$ cat src/write_guard_pkg.sv
package write_guard_pkg;

  // AXI ID width
  localparam int unsigned IdWidth = 4;

  // Write address width
  localparam int unsigned AddrWidth = 32;

  // Burst length field, beats = len + 1
  localparam int unsigned LenWidth = 8;

  // Timers and budgets
  localparam int unsigned CntWidth = 16;

  // Life cycle of one outstanding write
  typedef enum logic [1:0] {
    // Slot unused
    PH_FREE = 2'd0,
    // Address accepted, waiting for the last W beat
    PH_DATA = 2'd1,
    // Last beat seen, waiting for the B response
    PH_RESP = 2'd2
  } phase_e;

  // Cause of the latched fault
  typedef enum logic [2:0] {
    FAULT_NONE       = 3'd0,
    FAULT_AW_STALL   = 3'd1,
    FAULT_W_TIMEOUT  = 3'd2,
    FAULT_B_TIMEOUT  = 3'd3,
    FAULT_UNWANTED_B = 3'd4,
    FAULT_TABLE_FULL = 3'd5
  } fault_e;

endpackage
$ cat src/wg_ctrl.sv
`timescale 1ns/1ps

module wg_ctrl #(
  parameter  int unsigned NumSlots = 4,
  localparam int unsigned IdxWidth = (NumSlots > 1) ? $clog2(NumSlots) : 1
) (
  input  logic                                                clk_i,
  input  logic                                                rst_ni,
  input  logic                                                aw_valid_i,
  input  logic                                                aw_ready_i,
  input  logic                                                w_valid_i,
  input  logic                                                w_ready_i,
  input  logic                                                w_last_i,
  input  logic                                                b_valid_i,
  input  logic                                                b_ready_i,
  input  logic                                                free_found_i,
  input  logic [IdxWidth-1:0]                                 free_idx_i,
  input  logic                                                rsp_match_i,
  input  logic [IdxWidth-1:0]                                 rsp_idx_i,
  input  logic [IdxWidth-1:0]                                 w_head_i,
  input  logic                                                w_empty_i,
  input  logic [NumSlots-1:0]                                 expire_i,
  input  logic                                                aw_stall_expire_i,
  input  write_guard_pkg::phase_e [NumSlots-1:0]              phase_i,
  input  logic [NumSlots-1:0][write_guard_pkg::AddrWidth-1:0] slot_addr_i,
  input  logic [write_guard_pkg::AddrWidth-1:0]               aw_addr_i,
  output logic                                                alloc_o,
  output logic [IdxWidth-1:0]                                 alloc_idx_o,
  output logic                                                to_resp_o,
  output logic [IdxWidth-1:0]                                 resp_idx_o,
  output logic [NumSlots-1:0]                                 release_o,
  output logic                                                fault_req_o,
  output write_guard_pkg::fault_e                             fault_cause_o,
  output logic [write_guard_pkg::AddrWidth-1:0]               fault_addr_o
);
  import write_guard_pkg::*;

  logic aw_hs;
  logic w_last_hs;
  logic b_hs;
  logic aw_stall;
  logic stall_seen_q;

  assign aw_hs     = aw_valid_i && aw_ready_i;
  assign w_last_hs = w_valid_i && w_ready_i && w_last_i;
  assign b_hs      = b_valid_i && b_ready_i;
  assign aw_stall  = aw_valid_i && !aw_ready_i;

  assign alloc_o     = aw_hs && free_found_i;
  assign alloc_idx_o = free_idx_i;

  // Head slot moves on, unless it already timed out or expires right now
  assign to_resp_o  = w_last_hs && !w_empty_i && (phase_i[w_head_i] == PH_DATA) &&
                      !expire_i[w_head_i];
  assign resp_idx_o = w_head_i;

  // One report per stall, even if the stall counter wraps around
  always_ff @(posedge clk_i or negedge rst_ni) begin
    if (!rst_ni) begin
      stall_seen_q <= 1'b0;
    end else if (!aw_stall) begin
      stall_seen_q <= 1'b0;
    end else if (aw_stall_expire_i) begin
      stall_seen_q <= 1'b1;
    end
  end

  // Later assignments win, so slot expiry has the highest priority
  always_comb begin
    release_o     = '0;
    fault_req_o   = 1'b0;
    fault_cause_o = FAULT_NONE;
    fault_addr_o  = '0;
    if (aw_stall_expire_i && !stall_seen_q) begin
      fault_req_o   = 1'b1;
      fault_cause_o = FAULT_AW_STALL;
      fault_addr_o  = aw_addr_i;
    end
    if (aw_hs && !free_found_i) begin
      fault_req_o   = 1'b1;
      fault_cause_o = FAULT_TABLE_FULL;
      fault_addr_o  = aw_addr_i;
    end
    if (b_hs) begin
      if (rsp_match_i) begin
        release_o[rsp_idx_i] = 1'b1;
      end else begin
        fault_req_o   = 1'b1;
        fault_cause_o = FAULT_UNWANTED_B;
        fault_addr_o  = '0;
      end
    end
    // Descending scan leaves the lowest expired slot in the report
    for (int i = NumSlots - 1; i >= 0; i--) begin
      if (expire_i[i]) begin
        release_o[i]  = 1'b1;
        fault_req_o   = 1'b1;
        fault_cause_o = (phase_i[i] == PH_DATA) ? FAULT_W_TIMEOUT : FAULT_B_TIMEOUT;
        fault_addr_o  = slot_addr_i[i];
      end
    end
  end

endmodule

$ cat src/wg_fault_log.sv
`timescale 1ns/1ps

module wg_fault_log (
  input  logic                                  clk_i,
  input  logic                                  rst_ni,
  input  logic                                  fault_req_i,
  input  write_guard_pkg::fault_e               fault_cause_i,
  input  logic [write_guard_pkg::AddrWidth-1:0] fault_addr_i,
  input  logic                                  clear_i,
  output logic                                  irq_o,
  output logic                                  reset_req_o,
  output write_guard_pkg::fault_e               fault_cause_o,
  output logic [write_guard_pkg::AddrWidth-1:0] fault_addr_o
);
  import write_guard_pkg::*;

  logic                 active_q;
  fault_e               cause_q;
  logic [AddrWidth-1:0] addr_q;
  logic                 capture;

  // A clear in the same cycle frees the log for the new request
  assign capture = fault_req_i && (!active_q || clear_i);

  always_ff @(posedge clk_i or negedge rst_ni) begin
    if (!rst_ni) begin
      active_q <= 1'b0;
      cause_q  <= FAULT_NONE;
    end else if (capture) begin
      active_q <= 1'b1;
      cause_q  <= fault_cause_i;
    end else if (clear_i) begin
      active_q <= 1'b0;
      cause_q  <= FAULT_NONE;
    end
  end

  always_ff @(posedge clk_i) begin
    if (capture) begin
      addr_q <= fault_addr_i;
    end
  end

  // Interrupt and reset request share one level
  assign irq_o         = active_q;
  assign reset_req_o   = active_q;
  assign fault_cause_o = cause_q;
  assign fault_addr_o  = addr_q;

endmodule

$ cat src/wg_slot_table.sv
`timescale 1ns/1ps

module wg_slot_table #(
  parameter  int unsigned NumSlots = 4,
  localparam int unsigned IdxWidth = (NumSlots > 1) ? $clog2(NumSlots) : 1
) (
  input  logic                                                clk_i,
  input  logic                                                rst_ni,
  input  logic                                                alloc_i,
  input  logic [IdxWidth-1:0]                                 alloc_idx_i,
  input  logic [write_guard_pkg::IdWidth-1:0]                 aw_id_i,
  input  logic [write_guard_pkg::AddrWidth-1:0]               aw_addr_i,
  input  logic                                                to_resp_i,
  input  logic [IdxWidth-1:0]                                 resp_idx_i,
  input  logic [NumSlots-1:0]                                 release_i,
  input  logic [write_guard_pkg::IdWidth-1:0]                 b_id_i,
  output logic                                                free_found_o,
  output logic [IdxWidth-1:0]                                 free_idx_o,
  output logic                                                rsp_match_o,
  output logic [IdxWidth-1:0]                                 rsp_idx_o,
  output write_guard_pkg::phase_e [NumSlots-1:0]              phase_o,
  output logic [NumSlots-1:0][write_guard_pkg::AddrWidth-1:0] slot_addr_o
);
  import write_guard_pkg::*;

  logic [NumSlots-1:0][IdWidth-1:0]   id_q;
  logic [NumSlots-1:0][AddrWidth-1:0] addr_q;
  phase_e [NumSlots-1:0]              phase_q;
  logic [NumSlots-1:0][IdxWidth-1:0]  rank_q;
  logic [NumSlots-1:0][IdxWidth-1:0]  rank_d;
  logic [NumSlots-1:0]                keep;
  logic [IdxWidth-1:0]                alloc_rank;

  // Slots that stay live past this edge
  for (genvar i = 0; i < NumSlots; i++) begin : gen_keep
    assign keep[i] = (phase_q[i] != PH_FREE) && !release_i[i];
  end

  // A rank counts the older live writes with the same ID, so releases
  // anywhere in the chain close the gap by themselves
  always_comb begin
    alloc_rank = '0;
    for (int j = 0; j < NumSlots; j++) begin
      if (keep[j] && (id_q[j] == aw_id_i)) begin
        alloc_rank = alloc_rank + 1'b1;
      end
    end
    for (int i = 0; i < NumSlots; i++) begin
      rank_d[i] = '0;
      for (int j = 0; j < NumSlots; j++) begin
        if ((j != i) && keep[j] && (id_q[j] == id_q[i]) && (rank_q[j] < rank_q[i])) begin
          rank_d[i] = rank_d[i] + 1'b1;
        end
      end
    end
    if (alloc_i) begin
      rank_d[alloc_idx_i] = alloc_rank;
    end
  end

  always_ff @(posedge clk_i or negedge rst_ni) begin
    if (!rst_ni) begin
      phase_q <= {NumSlots{PH_FREE}};
      rank_q  <= '0;
    end else begin
      rank_q <= rank_d;
      for (int i = 0; i < NumSlots; i++) begin
        if (release_i[i]) begin
          phase_q[i] <= PH_FREE;
        end else if (alloc_i && (alloc_idx_i == IdxWidth'(i))) begin
          phase_q[i] <= PH_DATA;
        end else if (to_resp_i && (resp_idx_i == IdxWidth'(i))) begin
          phase_q[i] <= PH_RESP;
        end
      end
    end
  end

  always_ff @(posedge clk_i) begin
    if (alloc_i) begin
      id_q[alloc_idx_i]   <= aw_id_i;
      addr_q[alloc_idx_i] <= aw_addr_i;
    end
  end

  // Lowest free slot, and the oldest response-ready slot for b_id
  always_comb begin
    free_found_o = 1'b0;
    free_idx_o   = '0;
    rsp_match_o  = 1'b0;
    rsp_idx_o    = '0;
    for (int i = NumSlots - 1; i >= 0; i--) begin
      if (phase_q[i] == PH_FREE) begin
        free_found_o = 1'b1;
        free_idx_o   = IdxWidth'(i);
      end
      if ((phase_q[i] == PH_RESP) && (id_q[i] == b_id_i) && (rank_q[i] == '0)) begin
        rsp_match_o = 1'b1;
        rsp_idx_o   = IdxWidth'(i);
      end
    end
  end

  assign phase_o     = phase_q;
  assign slot_addr_o = addr_q;

endmodule

$ cat src/wg_timer_bank.sv
`timescale 1ns/1ps

module wg_timer_bank #(
  parameter  int unsigned NumSlots = 4,
  localparam int unsigned IdxWidth = (NumSlots > 1) ? $clog2(NumSlots) : 1
) (
  input  logic                                   clk_i,
  input  logic                                   rst_ni,
  input  logic                                   alloc_i,
  input  logic [IdxWidth-1:0]                    alloc_idx_i,
  input  logic [write_guard_pkg::LenWidth-1:0]   aw_len_i,
  input  logic                                   to_resp_i,
  input  logic [IdxWidth-1:0]                    resp_idx_i,
  input  write_guard_pkg::phase_e [NumSlots-1:0] phase_i,
  input  logic                                   aw_valid_i,
  input  logic                                   aw_ready_i,
  input  logic [write_guard_pkg::CntWidth-1:0]   budget_aw_i,
  input  logic [write_guard_pkg::CntWidth-1:0]   budget_w_i,
  input  logic [write_guard_pkg::CntWidth-1:0]   budget_b_i,
  output logic [NumSlots-1:0]                    expire_o,
  output logic                                   aw_stall_expire_o
);
  import write_guard_pkg::*;

  logic [NumSlots-1:0][CntWidth-1:0] cnt_q;
  logic [NumSlots-1:0][CntWidth-1:0] limit_q;
  logic [CntWidth-1:0]               data_limit;
  logic [CntWidth-1:0]               stall_cnt_q;
  logic                              aw_stall;

  // Per-beat budget times the number of beats
  assign data_limit = budget_w_i * ({{(CntWidth - LenWidth){1'b0}}, aw_len_i} + 1'b1);

  always_ff @(posedge clk_i or negedge rst_ni) begin
    if (!rst_ni) begin
      cnt_q <= '0;
    end else begin
      for (int i = 0; i < NumSlots; i++) begin
        if ((alloc_i && (alloc_idx_i == IdxWidth'(i))) ||
            (to_resp_i && (resp_idx_i == IdxWidth'(i)))) begin
          cnt_q[i] <= '0;
        end else if (phase_i[i] != PH_FREE) begin
          cnt_q[i] <= cnt_q[i] + 1'b1;
        end
      end
    end
  end

  always_ff @(posedge clk_i) begin
    if (alloc_i) begin
      limit_q[alloc_idx_i] <= data_limit;
    end
  end

  for (genvar i = 0; i < NumSlots; i++) begin : gen_expire
    assign expire_o[i] = ((phase_i[i] == PH_DATA) && (cnt_q[i] == limit_q[i])) ||
                         ((phase_i[i] == PH_RESP) && (cnt_q[i] == budget_b_i));
  end

  assign aw_stall = aw_valid_i && !aw_ready_i;

  always_ff @(posedge clk_i or negedge rst_ni) begin
    if (!rst_ni) begin
      stall_cnt_q <= '0;
    end else if (aw_stall) begin
      stall_cnt_q <= stall_cnt_q + 1'b1;
    end else begin
      stall_cnt_q <= '0;
    end
  end

  assign aw_stall_expire_o = aw_stall && (stall_cnt_q == budget_aw_i);

endmodule

$ cat src/wg_w_order_fifo.sv
`timescale 1ns/1ps

module wg_w_order_fifo #(
  parameter  int unsigned NumSlots = 4,
  localparam int unsigned IdxWidth = (NumSlots > 1) ? $clog2(NumSlots) : 1
) (
  input  logic                clk_i,
  input  logic                rst_ni,
  input  logic                push_i,
  input  logic [IdxWidth-1:0] push_idx_i,
  input  logic                pop_i,
  output logic [IdxWidth-1:0] head_o,
  output logic                empty_o
);

  localparam int unsigned CountWidth = $clog2(NumSlots + 1);

  logic [NumSlots-1:0][IdxWidth-1:0] mem_q;
  logic [IdxWidth-1:0]               rd_ptr_q;
  logic [IdxWidth-1:0]               wr_ptr_q;
  logic [CountWidth-1:0]             count_q;
  logic                              do_push;
  logic                              do_pop;

  assign empty_o = (count_q == '0);
  assign do_pop  = pop_i && !empty_o;
  // A slot reused after a data timeout must not overrun the buffer
  assign do_push = push_i && ((count_q != CountWidth'(NumSlots)) || do_pop);
  assign head_o  = mem_q[rd_ptr_q];

  always_ff @(posedge clk_i or negedge rst_ni) begin
    if (!rst_ni) begin
      rd_ptr_q <= '0;
      wr_ptr_q <= '0;
      count_q  <= '0;
    end else begin
      if (do_push) begin
        wr_ptr_q <= (wr_ptr_q == IdxWidth'(NumSlots - 1)) ? '0 : wr_ptr_q + 1'b1;
      end
      if (do_pop) begin
        rd_ptr_q <= (rd_ptr_q == IdxWidth'(NumSlots - 1)) ? '0 : rd_ptr_q + 1'b1;
      end
      if (do_push && !do_pop) begin
        count_q <= count_q + 1'b1;
      end else if (do_pop && !do_push) begin
        count_q <= count_q - 1'b1;
      end
    end
  end

  always_ff @(posedge clk_i) begin
    if (do_push) begin
      mem_q[wr_ptr_q] <= push_idx_i;
    end
  end

endmodule

$ cat src/write_guard.sv
`timescale 1ns/1ps

module write_guard #(
  parameter int unsigned NumSlots = 4
) (
  input  logic                                  clk_i,
  input  logic                                  rst_ni,
  // Write address channel
  input  logic                                  aw_valid_i,
  input  logic                                  aw_ready_i,
  input  logic [write_guard_pkg::IdWidth-1:0]   aw_id_i,
  input  logic [write_guard_pkg::AddrWidth-1:0] aw_addr_i,
  input  logic [write_guard_pkg::LenWidth-1:0]  aw_len_i,
  // Write data channel
  input  logic                                  w_valid_i,
  input  logic                                  w_ready_i,
  input  logic                                  w_last_i,
  // Write response channel
  input  logic                                  b_valid_i,
  input  logic                                  b_ready_i,
  input  logic [write_guard_pkg::IdWidth-1:0]   b_id_i,
  // Time budgets in cycles
  input  logic [write_guard_pkg::CntWidth-1:0]  budget_aw_i,
  input  logic [write_guard_pkg::CntWidth-1:0]  budget_w_i,
  input  logic [write_guard_pkg::CntWidth-1:0]  budget_b_i,
  input  logic                                  clear_i,
  output logic                                  irq_o,
  output logic                                  reset_req_o,
  output write_guard_pkg::fault_e               fault_cause_o,
  output logic [write_guard_pkg::AddrWidth-1:0] fault_addr_o
);
  import write_guard_pkg::*;

  localparam int unsigned IdxWidth = (NumSlots > 1) ? $clog2(NumSlots) : 1;

  logic                                alloc;
  logic [IdxWidth-1:0]                 alloc_idx;
  logic                                to_resp;
  logic [IdxWidth-1:0]                 resp_idx;
  logic [NumSlots-1:0]                 release_vec;
  logic                                free_found;
  logic [IdxWidth-1:0]                 free_idx;
  logic                                rsp_match;
  logic [IdxWidth-1:0]                 rsp_idx;
  phase_e [NumSlots-1:0]               phase;
  logic [NumSlots-1:0][AddrWidth-1:0]  slot_addr;
  logic [IdxWidth-1:0]                 w_head;
  logic                                w_empty;
  logic [NumSlots-1:0]                 expire;
  logic                                aw_stall_expire;
  logic                                fault_req;
  fault_e                              fault_cause_req;
  logic [AddrWidth-1:0]                fault_addr_req;

  wg_ctrl #(
    .NumSlots (NumSlots)
  ) i_ctrl (
    .clk_i             (clk_i),
    .rst_ni            (rst_ni),
    .aw_valid_i        (aw_valid_i),
    .aw_ready_i        (aw_ready_i),
    .w_valid_i         (w_valid_i),
    .w_ready_i         (w_ready_i),
    .w_last_i          (w_last_i),
    .b_valid_i         (b_valid_i),
    .b_ready_i         (b_ready_i),
    .free_found_i      (free_found),
    .free_idx_i        (free_idx),
    .rsp_match_i       (rsp_match),
    .rsp_idx_i         (rsp_idx),
    .w_head_i          (w_head),
    .w_empty_i         (w_empty),
    .expire_i          (expire),
    .aw_stall_expire_i (aw_stall_expire),
    .phase_i           (phase),
    .slot_addr_i       (slot_addr),
    .aw_addr_i         (aw_addr_i),
    .alloc_o           (alloc),
    .alloc_idx_o       (alloc_idx),
    .to_resp_o         (to_resp),
    .resp_idx_o        (resp_idx),
    .release_o         (release_vec),
    .fault_req_o       (fault_req),
    .fault_cause_o     (fault_cause_req),
    .fault_addr_o      (fault_addr_req)
  );

  wg_slot_table #(
    .NumSlots (NumSlots)
  ) i_slot_table (
    .clk_i        (clk_i),
    .rst_ni       (rst_ni),
    .alloc_i      (alloc),
    .alloc_idx_i  (alloc_idx),
    .aw_id_i      (aw_id_i),
    .aw_addr_i    (aw_addr_i),
    .to_resp_i    (to_resp),
    .resp_idx_i   (resp_idx),
    .release_i    (release_vec),
    .b_id_i       (b_id_i),
    .free_found_o (free_found),
    .free_idx_o   (free_idx),
    .rsp_match_o  (rsp_match),
    .rsp_idx_o    (rsp_idx),
    .phase_o      (phase),
    .slot_addr_o  (slot_addr)
  );

  // W bursts follow address order, each burst leaves on its last beat
  wg_w_order_fifo #(
    .NumSlots (NumSlots)
  ) i_w_order_fifo (
    .clk_i      (clk_i),
    .rst_ni     (rst_ni),
    .push_i     (alloc),
    .push_idx_i (free_idx),
    .pop_i      (w_valid_i && w_ready_i && w_last_i),
    .head_o     (w_head),
    .empty_o    (w_empty)
  );

  wg_timer_bank #(
    .NumSlots (NumSlots)
  ) i_timer_bank (
    .clk_i             (clk_i),
    .rst_ni            (rst_ni),
    .alloc_i           (alloc),
    .alloc_idx_i       (alloc_idx),
    .aw_len_i          (aw_len_i),
    .to_resp_i         (to_resp),
    .resp_idx_i        (resp_idx),
    .phase_i           (phase),
    .aw_valid_i        (aw_valid_i),
    .aw_ready_i        (aw_ready_i),
    .budget_aw_i       (budget_aw_i),
    .budget_w_i        (budget_w_i),
    .budget_b_i        (budget_b_i),
    .expire_o          (expire),
    .aw_stall_expire_o (aw_stall_expire)
  );

  wg_fault_log i_fault_log (
    .clk_i         (clk_i),
    .rst_ni        (rst_ni),
    .fault_req_i   (fault_req),
    .fault_cause_i (fault_cause_req),
    .fault_addr_i  (fault_addr_req),
    .clear_i       (clear_i),
    .irq_o         (irq_o),
    .reset_req_o   (reset_req_o),
    .fault_cause_o (fault_cause_o),
    .fault_addr_o  (fault_addr_o)
  );

endmodule

$ cat config.mk
export PLATFORM = sky130hd
export DESIGN_NAME = write_guard
export DESIGN_NICKNAME = d
export VERILOG_FILES = /design/src/write_guard_pkg.sv /design/src/wg_ctrl.sv /design/src/wg_fault_log.sv /design/src/wg_slot_table.sv /design/src/wg_timer_bank.sv /design/src/wg_w_order_fifo.sv /design/src/write_guard.sv
export SDC_FILE = /design/constraint.sdc
export NUM_CORES = 1
export LEC_CHECK = 0
export BUFFER_PORTS_ARGS = -buffer_cell sky130_fd_sc_hd__buf_2
export CAP_MARGIN = 20
export CORE_MARGIN = 8
export CORE_UTILIZATION = 25
export CTS_CLUSTER_SIZE = 12
export DETAILED_ROUTE_END_ITERATION = 8
export PLACE_DENSITY_LB_ADDON = 0.2
export SLEW_MARGIN = 20
export SYNTH_ARGS = -nofsm -noshare
export SYNTH_HDL_FRONTEND = slang
export SYNTH_SLANG_ARGS = --single-unit
$ cat constraint.sdc
create_clock -name clk_i -period 11.61 [get_ports clk_i]
set_input_delay 2.322 -clock clk_i [delete_from_list [all_inputs] [get_ports clk_i]]
set_output_delay 2.322 -clock clk_i [all_outputs]
set_load 0.1 [all_outputs]
==> impl_results.md <==
* Outcome: completed
* Worst path cell trace: buf_2 > ha_1 > nand3_1 > xor2_1 > nor2b_1 > fa_1 > inv_1 > fa_1 > inv_1 > fa_1 > inv_1 > fa_1 > inv_1 > ha_1 > a21boi_0 > o21ai_0 > a21boi_0 > o21ai_0 > or4b_2 > o211ai_1
* Max_slew headroom at 0.288
* Root buffer cell: clkbuf_16
* Count of hold-fix buffers inserted at cts at 0
* Setup TNS at 0 ns
* Minimum clock period at 7.74 ns
* Ys async rst share at 0.303
* Crit end category: flip-flop
* Final Max Tran Viols at 0
* Syn Nets at 2,135
* Mapped Area at 20,800 um^2
* Clk sinks at 356
* Wire length per cell at 19.6 um
* Sequential area share after synthesis at 0.488
* Crit Path Class: input port to flip-flop
* Total core area at 82,200 um^2
* Final antenna-violating net count at 0
* Number of global-route vias before repair at 14,900
* Power Density at 219 nW/um^2
* Avg Cell Area, Syn at 10.9 um^2
* Maxcap violations at 0
* Inserted Clock Buffers at 40
* First-pass GRT wire length at 93.3 mm
* Achievable Freq at 0.129 GHz
* # H-tree levels at 2
* Prevailing post-synth register cell: edfxtp_1
* Max VDD drop at 0.000105 V
* Die Wd at 304 um
* Placed Area at 22,700 um^2
* Via/cell ratio at 4.62
* Routability Congestion at 0.860
* Max incr delay on CP at 0.83 ns
* Maximum buffer depth of the clock tree at 3
* Post-synth EDFFs at 248
* Worst-Skew Late Latency at 0.57 ns
* Layout cell share with drive strength beyond 1 at 0.126
* Initial Util at 0.253
* Final setup vio count at 0
* GRT Total Usage at 0.128
* Design Area, Final at 24,000 um^2
* Leakage power at 9.43 nW
* DRT iter0 DRCs at 864
* Fin crit share at 0.667
* Largest delay contributor family on the critical path: adder cells
* Synth Instances at 1,903
* Reg area at 10,100 um^2
* Worst hold slack at 0.506 ns
* Fill cell count at 8,518
* Post-layout nets at 2,245
* Buf/Inv on CP at 5
* Worst min path class: flip-flop to flip-flop
* Final hold violation count at 0
* Post-CTS setup buffers at 0
* Crit path arrival time at 8.10 ns
* Crit path max fanout at 19
* Yosys cell types at 69
* Total grt overflow at 0
* # rows at 105
* Largest net degree at the start of global routing at 70
* RSZ-0062 raised after global routing: false
* Final WS setup at 3.87 ns
* Worst-Margin Slew at 1.06 ns
* DRC Markers at 0
* Drt pass-1 iters at 5
* Worst-path clk slew at 0.06 ns
* Multi-input gate area at 9890 um^2
* CP max stage cell: xor2_1
* Synthesis-stage register bit count at 356
* CP Launch Type: input port
* Post-CTS resize count at 0
* Warning count from the yosys run at 0
* CP required at 11.97 ns
* Die area at 92,700 um^2
* Die extent in y at 304 um
* Initial antenna violation count at 12
* Pre-CTS setup slack at 3.26 ns
* Via count at 14,400
* Area delta synth->final at 15.5%
* Clock Skew at 0.0179 ns
* Num ports at 143
* I/O Buffers at 142
* TritonCTS clock tree: built
* DRT Wirelength at 61.1 mm
* Post-DP HPWL at 42.4 mm
layout by cell type, fill, tap and decap left out, drive strengths merged, types with 3 or more instances in the layout:
| cell type | Yosys | layout |
|---|---|---|
| a2111o | 3 | 3 |
| a2111oi | 3 | 3 |
| a211oi | 7 | 7 |
| a21boi | 3 | 3 |
| a21oi | 65 | 65 |
| a22oi | 3 | 3 |
| a31oi | 37 | 37 |
| and2 | 30 | 30 |
| and3 | 19 | 19 |
| and4 | 8 | 8 |
| buf | 28 | 160 |
| clkbuf | 64 | 63 |
| clkinv | 0 | 6 |
| dfrtp | 108 | 108 |
| edfxtp | 248 | 248 |
| fa | 68 | 68 |
| ha | 58 | 58 |
| inv | 119 | 121 |
| mux2i | 34 | 34 |
| nand2 | 137 | 137 |
| nand2b | 26 | 26 |
| nand3 | 44 | 44 |
| nand3b | 3 | 3 |
| nand4 | 76 | 76 |
| nand4b | 7 | 7 |
| nor2 | 204 | 204 |
| nor2b | 48 | 48 |
| nor3 | 24 | 24 |
| nor4 | 34 | 34 |
| nor4b | 13 | 13 |
| o211ai | 5 | 5 |
| o21ai | 18 | 18 |
| or2 | 10 | 10 |
| or3 | 3 | 3 |
| or3b | 4 | 4 |
| or4 | 7 | 7 |
| xnor2 | 140 | 140 |
| xor2 | 169 | 169 |
metal layers:
| metal | routed length, um | track usage |
|---|---|---|
| met1 | 27000 | 0.165 |
| met2 | 29300 | 0.221 |
| met3 | 2950 | 0.0197 |
| met4 | 1730 | 0.0381 |
| met5 | 23 | 0 |
cell type report:
cell class                      count  share of cell area
Sequential cell                   356               0.423
Timing Repair Buffer              160              0.0353
Inverter                          119              0.0186
Clock inverter                     10             0.00531
Multi-Input combinational cell   1336               0.412
Antenna cell                        2            0.000208
Clock buffer                       63              0.0503
Tap cell                         1070              0.0557
per-stage QoR:
stage          std cells  utilization  power [mW]
2_1_floorplan       1903            -        3.38
3_3_place_gp        3040        0.276        3.96
3_5_place_dp        3041        0.276        4.00
4_1_cts             3114        0.292        5.33
5_1_grt             3115        0.292        5.60
6_report            3116        0.292        5.25
state kept, by name, indices dropped and copies added, names as in the netlist:
signal and flops:
i_w_order_fifo.mem_q 8, i_timer_bank.stall_cnt_q 16, i_w_order_fifo.count_q 3, i_w_order_fifo.rd_ptr_q 2
i_fault_log.fault_addr_o 32, i_fault_log.irq_o 1, i_slot_table.phase_o 8, i_fault_log.fault_cause_o 3
i_w_order_fifo.wr_ptr_q 2, i_slot_table.id_q 16, i_timer_bank.cnt_q 64, i_ctrl.stall_seen_q 1
i_slot_table.rank_q 8, i_timer_bank.limit_q 64, i_slot_table.slot_addr_o 128
Yosys cell counts (all sizes together) (26+ instances only):
master  instances  share of area
a21oi          65          0.016
nor2b          48          0.014
xor2          169          0.071
dfrtp         108           0.13
nand4          76          0.023
nand2b         26         0.0082
nand3          44          0.011
inv           119          0.021
a31oi          37          0.011
mux2i          34          0.016
nor2          204          0.037
buf            28         0.0070
and2           30         0.0090
xnor2         140          0.059
nand2         137          0.025
clkbuf         64          0.012
edfxtp        248           0.36
fa             68          0.065
nor4           34          0.011
ha             58          0.035
final timing paths:
| kind | start | end | slack, ns | depth (start not counted) |
|---|---|---|---|---|
| worst max-delay path | aw_len_i[0] | i_timer_bank.limit_q[46] | 3.87 | 20 |
| worst min-delay path | i_timer_bank.stall_cnt_q[0] | i_timer_bank.stall_cnt_q[0] | 0.51 | 1 |
| worst max register to register | i_timer_bank.cnt_q[2] | i_slot_table.rank_q[1] | 7.33 | 14 |
| worst min register to register | i_timer_bank.stall_cnt_q[0] | i_timer_bank.stall_cnt_q[0] | 0.51 | 1 |
| max in group asynchronous | rst_ni | i_timer_bank.cnt_q[61] | 8.51 | 2 |
| min in group asynchronous | rst_ni | i_timer_bank.stall_cnt_q[6] | 1.81 | 1 |
power by group:
group	internal (mW)	switching [mW]	leakage (nW)
clock	0.764	0.529	0.658
sequential	1.76	0.313	3.68
combinational	0.674	1.21	5.10
total	3.20	2.05	9.43
worst register-to-register path: stages (launching register included):
cell and delay (ns):
dfrtp_1 0.45, xor2_1 0.21, nor4_1 0.31, nand3_1 0.13, nor4b_1 0.73, nor2_4 0.05
buf_4 0.33, o21ai_1 0.28, nand2b_1 0.42, nor4_1 0.15, ha_1 0.35, inv_1 0.10
nor4b_1 0.33, a31oi_1 0.11, a31oi_1 0.23
cells by family after synthesis:
logic type | after synthesis | share of synthesized area
DFF | 356 | 0.488
buffers and inverters | 211 | 0.0401
xor gates and xnor gates | 309 | 0.130
and+or+nand+nor | 705 | 0.174
AOI/OAI and AO/OA | 158 | 0.0473
adders and majority gates | 126 | 0.100
muxes | 38 | 0.0196
(Power assumes the default switching activity.)
